[src/verilog/panelPkg.sv]
`default_nettype none

package panelPkg;

   ////////////////////////////////////////////////////////////
   // Event payload
   ////////////////////////////////////////////////////////////

   localparam int PANEL_W = 16;

   // One event word, read either as a switch snapshot or as a
   // set of newly pressed buttons
   typedef union packed
   {
      logic [PANEL_W-1:0] swView;
      struct packed
      {
         logic [10:0] reserved;
         logic        left;
         logic        right;
         logic        up;
         logic        down;
         logic        centre;
      } btnView;
   } panelWord;

   ////////////////////////////////////////////////////////////
   // Timing and sizes
   ////////////////////////////////////////////////////////////

   // Cycles per panel sample tick, scaled down for simulation
   localparam int SAMPLE_DIV = 16;

   // Cycles each display digit stays lit
   localparam int SCAN_DIV = 8;

   localparam int FIFO_DEPTH = 8;
   localparam int FIFO_LEVEL_W = 4;

   // Display source select, taken from switches 7:4
   localparam logic [3:0] SEL_SWITCHES = 4'd0;
   localparam logic [3:0] SEL_BUTTONS = 4'd1;
   localparam logic [3:0] SEL_EVENTS = 4'd2;
   localparam logic [3:0] SEL_CYCLES = 4'd3;
   localparam logic [3:0] SEL_LEVEL = 4'd4;

endpackage

`default_nettype wire

[src/verilog/panelSampler.sv]
`timescale 1ns/10ps
`default_nettype none

module panelSampler
(
   input  wire                         selected_clk,
   input  wire                         res,
   input  wire [panelPkg::PANEL_W-1:0] sw,
   input  wire                         btnC,
   input  wire                         btnU,
   input  wire                         btnD,
   input  wire                         btnL,
   input  wire                         btnR,
   output logic                        evValid,
   output logic                        evIsButton,
   output panelPkg::panelWord          evWord,
   input  wire                         evReady
);

   import panelPkg::*;

   // Synchroniser stages, buttons packed as {left, right, up, down, centre}
   logic [PANEL_W-1:0] swMeta;
   logic [PANEL_W-1:0] swSync;
   logic [4:0] btnMeta;
   logic [4:0] btnSync;

   logic [$clog2(SAMPLE_DIV)-1:0] divCount;
   logic tick;
   logic service;
   logic accept;

   // Button state seen at the last serviced tick
   logic [4:0] btnPrev;
   logic [4:0] newPress;

   // Last switch word the FIFO has taken
   logic [PANEL_W-1:0] swSnap;

   assign tick = (divCount == $bits(divCount)'(SAMPLE_DIV - 1));

   // Ticks are ignored while an event waits for the FIFO
   assign service = tick & ~evValid;
   assign accept = evValid & evReady;
   assign newPress = btnSync & ~btnPrev;

   always_ff @(posedge selected_clk or posedge res)
   begin
      if (res)
      begin
         swMeta <= '0;
         swSync <= '0;
         btnMeta <= '0;
         btnSync <= '0;
         divCount <= '0;
         btnPrev <= '0;
         swSnap <= '0;
         evValid <= 1'b0;
      end
      else
      begin
         swMeta <= sw;
         swSync <= swMeta;
         btnMeta <= {btnL, btnR, btnU, btnD, btnC};
         btnSync <= btnMeta;
         divCount <= tick ? '0 : divCount + 1'b1;
         if (service)
         begin
            btnPrev <= btnSync;
            if ((|newPress) || (swSync != swSnap))
               evValid <= 1'b1;
         end
         else if (accept)
         begin
            evValid <= 1'b0;
            if (!evIsButton)
               swSnap <= evWord.swView;
         end
      end
   end

   // Payload only changes while no event is pending
   always_ff @(posedge selected_clk)
   begin
      if (service)
      begin
         if (|newPress)
         begin
            // New presses win over a switch change
            evIsButton <= 1'b1;
            evWord.btnView.reserved <= '0;
            evWord.btnView.left <= newPress[4];
            evWord.btnView.right <= newPress[3];
            evWord.btnView.up <= newPress[2];
            evWord.btnView.down <= newPress[1];
            evWord.btnView.centre <= newPress[0];
         end
         else
         begin
            evIsButton <= 1'b0;
            evWord.swView <= swSync;
         end
      end
   end

endmodule

`default_nettype wire

[src/verilog/eventFifo.sv]
`timescale 1ns/10ps
`default_nettype none

module eventFifo
(
   input  wire                              selected_clk,
   input  wire                              res,
   input  wire                              evValid,
   input  wire                              evIsButton,
   input  wire panelPkg::panelWord          evWord,
   output logic                             evReady,
   output logic                             qValid,
   output logic                             qIsButton,
   output panelPkg::panelWord               qWord,
   input  wire                              qReady,
   output logic [panelPkg::FIFO_LEVEL_W-1:0] level
);

   import panelPkg::*;

   // Entry layout is {kind, payload}
   logic [PANEL_W:0] mem [FIFO_DEPTH];

   logic [$clog2(FIFO_DEPTH)-1:0] wrPtr;
   logic [$clog2(FIFO_DEPTH)-1:0] rdPtr;
   logic [FIFO_LEVEL_W-1:0] count;
   logic full;
   logic doWrite;
   logic doRead;

   assign full = (count == FIFO_LEVEL_W'(FIFO_DEPTH));
   assign evReady = ~full;
   assign qValid = (count != '0);

   assign doWrite = evValid & evReady;
   assign doRead = qValid & qReady;

   assign qIsButton = mem[rdPtr][PANEL_W];
   assign qWord = mem[rdPtr][PANEL_W-1:0];
   assign level = count;

   always_ff @(posedge selected_clk)
   begin
      if (doWrite)
         mem[wrPtr] <= {evIsButton, evWord};
   end

   always_ff @(posedge selected_clk or posedge res)
   begin
      if (res)
      begin
         wrPtr <= '0;
         rdPtr <= '0;
         count <= '0;
      end
      else
      begin
         if (doWrite)
            wrPtr <= wrPtr + 1'b1;
         if (doRead)
            rdPtr <= rdPtr + 1'b1;
         // Occupancy only moves when one side is idle
         if (doWrite && !doRead)
            count <= count + 1'b1;
         else if (doRead && !doWrite)
            count <= count - 1'b1;
      end
   end

endmodule

`default_nettype wire

[src/verilog/panelPorts.sv]
`timescale 1ns/10ps
`default_nettype none

module panelPorts
(
   input  wire                              selected_clk,
   input  wire                              res,
   input  wire                              hold,
   input  wire                              qValid,
   input  wire                              qIsButton,
   input  wire panelPkg::panelWord          qWord,
   input  wire [panelPkg::FIFO_LEVEL_W-1:0] level,
   output logic                             qReady,
   output logic [31:0]                      displayWord,
   output logic [panelPkg::PANEL_W-1:0]     leds
);

   import panelPkg::*;

   logic [PANEL_W-1:0] portJ;
   logic [PANEL_W-1:0] portI;
   logic [31:0] eventCount;
   logic [31:0] cycleCount;
   logic [3:0] displaySel;
   logic [31:0] selWord;
   logic accept;

   // The hold switch stalls the queue
   assign qReady = ~hold;
   assign accept = qValid & qReady;

   always_ff @(posedge selected_clk or posedge res)
   begin
      if (res)
      begin
         portJ <= '0;
         portI <= '0;
         eventCount <= '0;
         cycleCount <= '0;
      end
      else
      begin
         cycleCount <= cycleCount + 1'b1;
         if (accept)
         begin
            eventCount <= eventCount + 1'b1;
            if (qIsButton)
               portI <= {{(PANEL_W - 5){1'b0}}, qWord.btnView.left, qWord.btnView.right,
                         qWord.btnView.up, qWord.btnView.down, qWord.btnView.centre};
            else
               portJ <= qWord.swView;
         end
      end
   end

   ////////////////////////////////////////////////////////////
   // Display source
   ////////////////////////////////////////////////////////////

   assign displaySel = portJ[7:4];

   always_comb
   begin
      case (displaySel)
         SEL_SWITCHES: selWord = {{(32 - PANEL_W){1'b0}}, portJ};
         SEL_BUTTONS:  selWord = {{(32 - PANEL_W){1'b0}}, portI};
         SEL_EVENTS:   selWord = eventCount;
         SEL_CYCLES:   selWord = cycleCount;
         SEL_LEVEL:    selWord = {{(32 - FIFO_LEVEL_W){1'b0}}, level};
         default:      selWord = '0;
      endcase
   end

   always_ff @(posedge selected_clk or posedge res)
   begin
      if (res)
         displayWord <= '0;
      else
         displayWord <= selWord;
   end

   assign leds = displayWord[PANEL_W-1:0];

endmodule

`default_nettype wire

[src/verilog/seg7Scanner.sv]
`timescale 1ns/10ps
`default_nettype none

module seg7Scanner
(
   input  wire        selected_clk,
   input  wire        res,
   input  wire [31:0] displayWord,
   output logic [7:0] seg,
   output logic [7:0] an
);

   import panelPkg::*;

   logic [$clog2(SCAN_DIV)-1:0] divCount;
   logic step;
   logic [2:0] digit;
   logic active;
   logic [31:0] shownWord;
   logic [3:0] nibble;

   // Segments gfedcba, active low
   logic [6:0] segCode;

   assign step = (divCount == $bits(divCount)'(SCAN_DIV - 1));

   always_ff @(posedge selected_clk or posedge res)
   begin
      if (res)
      begin
         divCount <= '0;
         digit <= 3'd7;
         active <= 1'b0;
      end
      else
      begin
         divCount <= step ? '0 : divCount + 1'b1;
         if (step)
         begin
            // First step after reset starts the scan on digit 0
            digit <= digit + 1'b1;
            active <= 1'b1;
         end
      end
   end

   // Word is captured as digit 0 comes up
   always_ff @(posedge selected_clk)
   begin
      if (step && (digit == 3'd7))
         shownWord <= displayWord;
   end

   assign nibble = shownWord[digit*4 +: 4];

   always_comb
   begin
      case (nibble)
         4'h0: segCode = 7'h40;
         4'h1: segCode = 7'h79;
         4'h2: segCode = 7'h24;
         4'h3: segCode = 7'h30;
         4'h4: segCode = 7'h19;
         4'h5: segCode = 7'h12;
         4'h6: segCode = 7'h02;
         4'h7: segCode = 7'h78;
         4'h8: segCode = 7'h00;
         4'h9: segCode = 7'h10;
         4'ha: segCode = 7'h08;
         4'hb: segCode = 7'h03;
         4'hc: segCode = 7'h46;
         4'hd: segCode = 7'h21;
         4'he: segCode = 7'h06;
         default: segCode = 7'h0e;
      endcase
   end

   // Decimal point in bit 7 stays dark
   assign seg = active ? {1'b1, segCode} : 8'hff;
   assign an = active ? ~(8'd1 << digit) : 8'hff;

endmodule

`default_nettype wire

[src/verilog/panelTest.sv]
`timescale 1ns/10ps
`default_nettype none

module panelTest
(
   input  wire                          selected_clk,
   input  wire                          res,
   input  wire [panelPkg::PANEL_W-1:0]  sw,
   input  wire                          btnC,
   input  wire                          btnU,
   input  wire                          btnD,
   input  wire                          btnL,
   input  wire                          btnR,
   input  wire                          hold,
   output wire [7:0]                    seg,
   output wire [7:0]                    an,
   output wire [panelPkg::PANEL_W-1:0]  leds
);

   import panelPkg::*;

   // Sampler to FIFO
   wire evValid;
   wire evIsButton;
   wire panelWord evWord;
   wire evReady;

   // FIFO to ports
   wire qValid;
   wire qIsButton;
   wire panelWord qWord;
   wire qReady;
   wire [FIFO_LEVEL_W-1:0] level;

   wire [31:0] displayWord;

   panelSampler sampler0
   (
      .selected_clk (selected_clk),
      .res          (res),
      .sw           (sw),
      .btnC         (btnC),
      .btnU         (btnU),
      .btnD         (btnD),
      .btnL         (btnL),
      .btnR         (btnR),
      .evValid      (evValid),
      .evIsButton   (evIsButton),
      .evWord       (evWord),
      .evReady      (evReady)
   );

   eventFifo fifo0
   (
      .selected_clk (selected_clk),
      .res          (res),
      .evValid      (evValid),
      .evIsButton   (evIsButton),
      .evWord       (evWord),
      .evReady      (evReady),
      .qValid       (qValid),
      .qIsButton    (qIsButton),
      .qWord        (qWord),
      .qReady       (qReady),
      .level        (level)
   );

   panelPorts ports0
   (
      .selected_clk (selected_clk),
      .res          (res),
      .hold         (hold),
      .qValid       (qValid),
      .qIsButton    (qIsButton),
      .qWord        (qWord),
      .level        (level),
      .qReady       (qReady),
      .displayWord  (displayWord),
      .leds         (leds)
   );

   seg7Scanner scanner0
   (
      .selected_clk (selected_clk),
      .res          (res),
      .displayWord  (displayWord),
      .seg          (seg),
      .an           (an)
   );

endmodule

`default_nettype wire

[config.mk]
export PLATFORM = sky130hd
export DESIGN_NAME = panelTest
export DESIGN_NICKNAME = d
export VERILOG_FILES = /design/src/verilog/panelPkg.sv /design/src/verilog/panelSampler.sv /design/src/verilog/eventFifo.sv /design/src/verilog/panelPorts.sv /design/src/verilog/seg7Scanner.sv /design/src/verilog/panelTest.sv
export SDC_FILE = /design/constraint.sdc
export NUM_CORES = 1
export LEC_CHECK = 0
export ABC_AREA = 1
export ABC_CLOCK_PERIOD_IN_PS = 14400
export BUFFER_PORTS_ARGS = -buffer_cell sky130_fd_sc_hd__buf_4
export CORE_MARGIN = 1.5
export CORE_UTILIZATION = 60
export CTS_CLUSTER_DIAMETER = 80
export DETAILED_ROUTE_END_ITERATION = 10
export PLACE_DENSITY = 0.84
export SLEW_MARGIN = 20
export SYNTH_ARGS = -nofsm -noshare
export SYNTH_HDL_FRONTEND = slang
export SYNTH_SLANG_ARGS = --single-unit
[constraint.sdc]
create_clock -name selected_clk -period 14.4 [get_ports selected_clk]
set_input_delay 1.44 -clock selected_clk [delete_from_list [all_inputs] [get_ports selected_clk]]
set_output_delay 1.44 -clock selected_clk [all_outputs]
set_load 0.1 [all_outputs]
; Word level (Yosys, flattened, before mapping)
; Memory sizes are Yosys's and may differ from the RTL's.
; Index checks and enable logic that the tools add are counted.
; Widths: inputs -> output; s select.
[totals]
mem_bits_rw = 136
wordCells = 87
regBits = 251
output_inout_bits = 32
romBits = 112
input_bits = 24
n_memories = 2
[classes]
bitwise_logic = 12
shifts = 2
mux = 14
add_sub_neg = 9
n_eq_ne = 10
reduce_logical = 15
[memory_table]
columns = memory, depth, word_bits, read_ports, rd_clocked_by_memory_dff, wr, line_no
row1 = fifo0.mem, 8, 17, 1, 0, 1, eventFifo.sv:22  ; logic [PANEL_W:0] mem [FIFO_DEPTH];
row2 = (name not given), 16, 7, 1, 0, 0, seg7Scanner.sv:58  ; case (nibble)
[op_table]
columns = operator, n
row1 = $pmux 32 s5, 1
row2 = $add 32x1->32 const B, 2
row3 = $shiftx 32x6->4, 1
row4 = $ne 16x16->1, 1
row5 = $add 3x1->3 const B, 4
row6 = $mux 4, 3
row7 = $add 4x1->4 const B, 2
row8 = $eq 4x2->1 const B, 2
row9 = $eq 4x4->1 const B, 2
row10 = $mux 8, 1
row11 = $not 8->8, 1
row12 = $shl 1x3->8 const A, 1
row13 = $mux 7, 1
row14 = $eq 3x3->1 const B, 2
row15 = $mux 1, 6
row16 = $not 1->1, 6
row17 = $reduce_and 2->1, 3
row18 = $and 5x5->5, 1
row19 = $mux 5, 1
row20 = $not 5->5, 1
row21 = $reduce_or 5->1, 1
row22 = $eq 4x1->1 const B, 1
row23 = $eq 4x3->1 const B, 1
row24 = $logic_not 4->1, 1
row25 = 10 further kinds, 16

; Depth between registers and ports, before layout
; Gate-level depths: netlist of run 1.
[depth]
depth_word = 7
ltp_mapped = 14
mapped_depth_nobuf = 12

; Hierarchy
; From an unflattened synthesis of run 1, not the netlist that was laid out.
[hier_totals]
hier_cells = 1716
area_unflattened_um2 = 16923.7
[by_module_without_submodules]
columns = mod, area_each_um2, cells_per_inst, instances
row1 = eventFifo, 6022.0, 534, 1
row2 = panelPorts, 5729.2, 692, 1
row3 = panelSampler, 3021.6, 264, 1
row4 = seg7Scanner, 2150.8, 226, 1

; Worst setup path before layout of run 1
; Ideal clock, no wire load.
[synth_path]
path_type = flip-flop to output port
start = register scanner0.digit[0]
end = output port seg[3]
setup_slack_ps = 10439
t_arrival_ps = 2521
stages_incl_launch_ff = 13
path_buffers = 2
cell_sequence = dfstp_2 -> buf_4 -> buf_2 -> nand2_1 -> nand3_1 -> nand3_1 -> o21ai_1 -> inv_1 -> ha_1 -> nand3_1 -> nand2_1 -> nand2_1 -> nand3_1
[synth_via]
elab_chain_len = 3
[synth_lines]
columns = element, line_no
row1 = "start, declared", seg7Scanner.sv:17  ; logic [2:0] digit;
row2 = "start signal, assigned", seg7Scanner.sv:41  ; digit <= digit + 1'b1;
row3 = $shiftx 32x6->4, seg7Scanner.sv:54  ; assign nibble = shownWord[digit*4 +: 4];
row4 = $mem_v2 16x7, --
row5 = $mux 7, seg7Scanner.sv:79  ; assign seg = active ? {1'b1, segCode} : 8'hff;
row6 = "end, declared", panelTest.sv:15  ; output wire [7:0] seg,
; No other way between the ends.

; Final worst setup path of run 1
[layout_path]
start = register scanner0.digit[0]
end = output port seg[0]
; The elaborated chain is that of the path after synthesis.

==> metrics.txt, run 1 <==
synthesized instance count=approximately 1700; Cell Count, Final, Fillers Out=around 2100; drt total wl=~36000 um; Hold EP=sampler0.btnSync[1]; Slew @ Worst Pin=roughly 1.0 ns; Ant. Diodes=0; Pre-Repair DR Iteration Count=6; final hold violation count=0; layout cells sized above 1=roughly a tenth; min cycle time layout=around 4.5 ns; RSZ-0062 raised after global routing=no; top area cells in the synthesized netlist=edfxtp_1 (33%), dfrtp_1 (30%), nand2_1 (8.8%); DR WL/cell=around 17 um; Critical Path AT=slightly above 3 ns; Rows=60; post_cts resized=0; Layout Utilization=around two thirds; commonest non-fill, non-tap cell in the layout=nand2_1; placed cell count=2025; CTS tree=yes; P_leak=between 8 and 9 nW; Max Fclk=between 200 and 250 MHz; Met3 Wirelength=approximately 2900 um; worst-case reg-to-reg path depth=8; initial antenna violation count=0; share of the synthesized area in the top cell type=roughly 33%; Startpoint Class=flop; Routed met1 length=approximately 15000 um; hold depth=0; Tot Pwr=~3.2 mW; DRT iter0 DRCs=between 1000 and 1500; most frequent cells in the layout=nand2_1 (389), nor2_1 (202), dfrtp_1 (198); Slew Viols, Final=0; synthesized flop and latch total=just under 400; vias in the first global route=roughly 11000; worst reg2reg startpoint=fifo0.rdPtr[0]; Routed Antenna Nets=0; Die X=roughly 170 um; register area share after synthesis=roughly 64%; first-pass GRT wire length=56600 um; Synth Area per Inst=a little over 10 um2; CP required=12.96 ns; Setup Skew=between 0.03 and 0.04 ns; Hold WS=0.342 ns; post-CTS setup repair buffer count=0; Max Root-Sink Buffers=3; period utilisation layout=between 30% and 40%; Die Y=~170 um; Yosys warning count=0; # nets final=between 1500 and 2000; syn_nets=1699; met2 routed wirelength=16300 um; CTS root buf=clkbuf_16; DRC violations left=0; CP Capture Type=output port; relative slew slack=between 30% and 40%; synthesized area=roughly 17000 um2; Yosys top cell by area=edfxtp_1; Hold Path Class=flop to flop; I/O pins=56; Reg2Reg Setup Slack=about 11 ns; fill count=approximately 1900; DR top layer=met4; Hold Buf Count CTS=0; Final setup viols=0; count of different cell masters after synthesis=40; gr usage total=about a quarter; GR Overflow Total=0; CTS sink cnt=a little under 400; max_cap viols=0; clock buffer count from CTS=39; Max Fanout on Critical Path=20; hold path start=sampler0.btnMeta[1]; Total Die Area=slightly below 30000 um2; CORE AREA=27100 um2; initial core utilization=61.6%; PwrDens=around 170 nW/um2; P&R area growth vs syn=11.4%; DP Wirelength=roughly 23000 um; setup_tns=0 ns; GPL Wtd Cong=about 0.92; multi-input logic area=roughly 5100 um2; kind of critical path=flop to output port; vias after detailed routing=11700; largest net degree at the start of global routing=approximately 120; port bufs=54; r2r endpoint=ports0.portJ[11]; Worst-path clk slew=~0.07 ns; CTS H-tree depth=2; status=finished clean; worst skew pair latency=around 0.55 ns; Max IR drop VDD=approximately 0.00012 V; register area=about 11000 um2; Vias/cell=between 5 and 6
-- final cells by class --
cell class | count | share of cell area, %
well taps | 372 | 2.50
clock buffers | 54 | 5.94
repair buffers | 66 | 2.69
flip-flops and latches | 387 | 57.1
multi-input cells | 1034 | 27.2
clock inverters | 18 | 1.13
inverters | 166 | 3.43
-- cells in the mapped netlist (all sizes together) --
library cell and count:
edfxtp 185, ha 21, nor2 209, o21bai 1, nor3 30, nand3b 2
dfstp 3, clkbuf 15, o221ai 2, inv 166, nand2 397, buf 51
dfrtp 199, nand4 13, a21oi 8, fa 1, nand3 109, xnor2 6
o22ai 16, nor4 1, or2 2, o211ai 6, o21ai 145, conb 1
xor2 64
-- worst max-delay path, stage by stage (launching register included) --
cell	delay (ns)
dfstp_2	0.79
inv_4	0.17
nand2_1	0.10
nand3_1	0.06
nand3_1	0.10
nand2_1	0.13
inv_1	0.13
ha_1	0.27
inv_1	0.12
nand3_1	0.13
nand3_1	0.09
nand3_1	0.09
buf_4	0.29
-- worst max-delay path by stage --
stage                     slack [ns]  cells after the start               from        endpoint
after floorplan                 7.45                      1                res  fifo0.level[0]
after global routing            9.77                     12  scanner0.digit[0]          seg[0]
final                           9.94                     12  scanner0.digit[0]          seg[0]
after detailed placement       10.56                     13  scanner0.digit[0]          seg[0]
after global placement         10.77                     13  scanner0.digit[0]          seg[0]
after CTS                       9.97                     13  scanner0.digit[0]          seg[0]
-- routing by layer --
metal  vias to the layer above  track usage, %
li1                       5451               -
met1                      5607            36.3
met2                       511            40.0
met3                        88            3.50
met4                         0            9.23
met5                         -               0
-- flip-flops by register name (all words and copies together) (netlist names), 32 cells and up --
signal,flops
ports0.displayWord,32
ports0.cycleCount,32
fifo0.mem,136
scanner0.shownWord,32
ports0.eventCount,32
-- where the power goes --
| part | internal (mW) | switching (mW) |
|---|---|---|
| Clock | 0.586 | 0.433 |
| Sequential | 1.30 | 0.0946 |
| Combinational | 0.203 | 0.545 |
-- logic make-up after synthesis --
logic type,count (synthesis),synth area share [%]
other cells,1,0.0225
buf+inv,232,6.15
xor+xnor,70,3.68
simple gates,763,19.2
fa+ha+maj,22,1.70
flops,387,63.6
compound gates,178,5.66
-- metrics by stage --
| stage | setup WS [ns] | cell area (um2) |
|---|---|---|
| 2_1_floorplan | 7.45 | 16700 |
| 3_3_place_gp | 10.77 | 17300 |
| 3_5_place_dp | 10.56 | 17300 |
| 4_1_cts | 9.97 | 18600 |
| 5_1_grt | 9.77 | 18600 |
| 6_report | 9.94 | 18600 |
No activity file was read; power rests on OpenSTA's default activity.
==> run 2: changes to the inputs <==
--- a/config.mk
+++ b/config.mk
@@ -6,7 +6,7 @@
 export NUM_CORES = 1
 export LEC_CHECK = 0
 export ABC_AREA = 1
-export ABC_CLOCK_PERIOD_IN_PS = 14400
+export ABC_CLOCK_PERIOD_IN_PS = 4450
 export BUFFER_PORTS_ARGS = -buffer_cell sky130_fd_sc_hd__buf_4
 export CORE_MARGIN = 1.5
 export CORE_UTILIZATION = 60
==> constraint.sdc (replaced) <==
create_clock -name selected_clk -period 4.45 [get_ports selected_clk]
set_input_delay 0.445 -clock selected_clk [delete_from_list [all_inputs] [get_ports selected_clk]]
set_output_delay 0.445 -clock selected_clk [all_outputs]
set_load 0.1 [all_outputs]
==> metrics.txt, run 2 (synthesized netlist as in run 1, its figures left out) <==
max reg flops=approximately 140; layout cells sized above 1=under 10%; Reg2Reg Setup Slack=between 1.5 and 2 ns; initial antenna violation count=0; Final WS setup=between 1 and 1.5 ns; vias after detailed routing=approximately 12000; kind of critical path=flop to output port; final hold violation count=0; Ant. Diodes=0; hold path start=sw[9]; Startpoint Class=flop; CTS tree=yes; largest net degree at the start of global routing=roughly 190; Setup Skew=0.0226 ns; clock buffer count from CTS=39; initial core utilization=61.6%; worst-case reg-to-reg path depth=11; post_cts resized=0; Max Fclk=a little under 300 MHz; Worst-path clk slew=about 0.06 ns; first-pass GRT wire length=around 58000 um; port bufs=54; max_cap viols=0; post-CTS setup repair buffer count=0; Total Die Area=approximately 29000 um2; DRT iter0 DRCs=around 1400; relative slew slack=between 20% and 30%; Hold WS=0.0111 ns; hold depth=1; commonest non-fill, non-tap cell in the layout=nand2_1; CTS root buf=clkbuf_16; # nets final=between 1500 and 2000; GPL Wtd Cong=0.923; Hold Path Class=input pin to flop; P&R area growth vs syn=11.8%; RSZ-0062 raised after global routing=no; worst reg2reg startpoint=fifo0.level[0]; vias in the first global route=between 10000 and 15000; final instance area=18700 um2; DRC violations left=0; Critical Path AT=2.95 ns; Max Fanout on Critical Path=20; drt total wl=~36000 um; status=finished clean; Die Y=170 um; Slew @ Worst Pin=~1.1 ns; P_leak=just over 8 nW; Hold EP=sampler0.swMeta[9]; CORE AREA=27100 um2; Pre-Repair DR Iteration Count=6; Vias/cell=5.59; GR Overflow Total=0; setup_tns=0 ns; Routed Antenna Nets=0; CP required=4.01 ns; DP Wirelength=~23000 um; most frequent cells in the layout=nand2_1 (389), nor2_1 (202), dfrtp_1 (198); I/O pins=56; Rows=60; largest register by flop count=fifo0.mem; CTS sink cnt=~390; DR WL/cell=roughly 17 um; Slew Viols, Final=0; PwrDens=548 nW/um2; r2r endpoint=fifo0.level[3]; area post-placement=roughly 17000 um2; Tot Pwr=between 10 and 15 mW; min cycle time layout=3.39 ns; CTS H-tree depth=2; worst skew pair latency=0.54 ns; gr usage total=roughly 26%; Max Root-Sink Buffers=3; Die X=170 um; Max IR drop VDD=0.000334 V; Final setup viols=0; period utilisation layout=between 70% and 80%; CP Capture Type=output port; Placement Setup Slack=about 1.7 ns
==> run 2: per-stage QoR <==
step                util [%]  std cells
floorplan                  -       1653
global placement        63.7       2025
detailed placement      63.7       2025
global route            68.8       2103
finish                  68.8       2103
CTS                     68.5       2097
==> run 2: timing repair <==
item | CTS | global route
setup endpoints to repair | 0 | 0
hold endpoints to repair | 9 | 5
hold buffers | 1 | 5
==> run 2: metal layers <==
metal / up-vias / part of all wire, % / track usage [%]
li1: 5477 / - / -
met1: 5639 / 41 / 35.9
met2: 544 / 49 / 43.4
met3: 89 / 7.8 / 3.64
met4: 0 / 2.9 / 7.27
met5: - / 0 / 0
==> run 2: critical path, cell delays in order, from the launching register on <==
cell     delay, ns
dfstp_2       0.78
inv_4         0.17
nand2_1       0.09
nand3_1       0.06
nand3_1       0.10
nand2_1       0.13
inv_1         0.13
ha_1          0.24
inv_1         0.11
nand3_1       0.11
nand3_1       0.08
nand3_1       0.09
buf_4         0.30
==> run 2: where the power goes <==
part / switching (mW) / leakage [nW] / total, mW / internal (mW)
Clock: 1.36 / 0.620 / 3.26 / 1.91
Combinational: 1.77 / 3.20 / 2.43 / 0.665
Sequential: 0.304 / 4.23 / 4.53 / 4.22
==> run 2: worst max path at each step <==
stage	from	to	cells after the start
2_1_floorplan	res	fifo0.level[0]	1
3_5_place_dp	scanner0.digit[0]	seg[4]	10
6_report	scanner0.digit[0]	seg[0]	12
5_1_grt	scanner0.digit[0]	seg[4]	10
4_1_cts	scanner0.digit[0]	seg[4]	10
3_3_place_gp	scanner0.digit[0]	seg[0]	12
==> run 2: layout make-up <==
type                       instances  area, um2
clock buffer                      50       1040
tap                              372        465
clock inverter                    21        254
inverter                         166        633
multi-input combinational       1034       5050
fill                            1807       8450
timing repair buffer              73        596
sequential                       387      10600
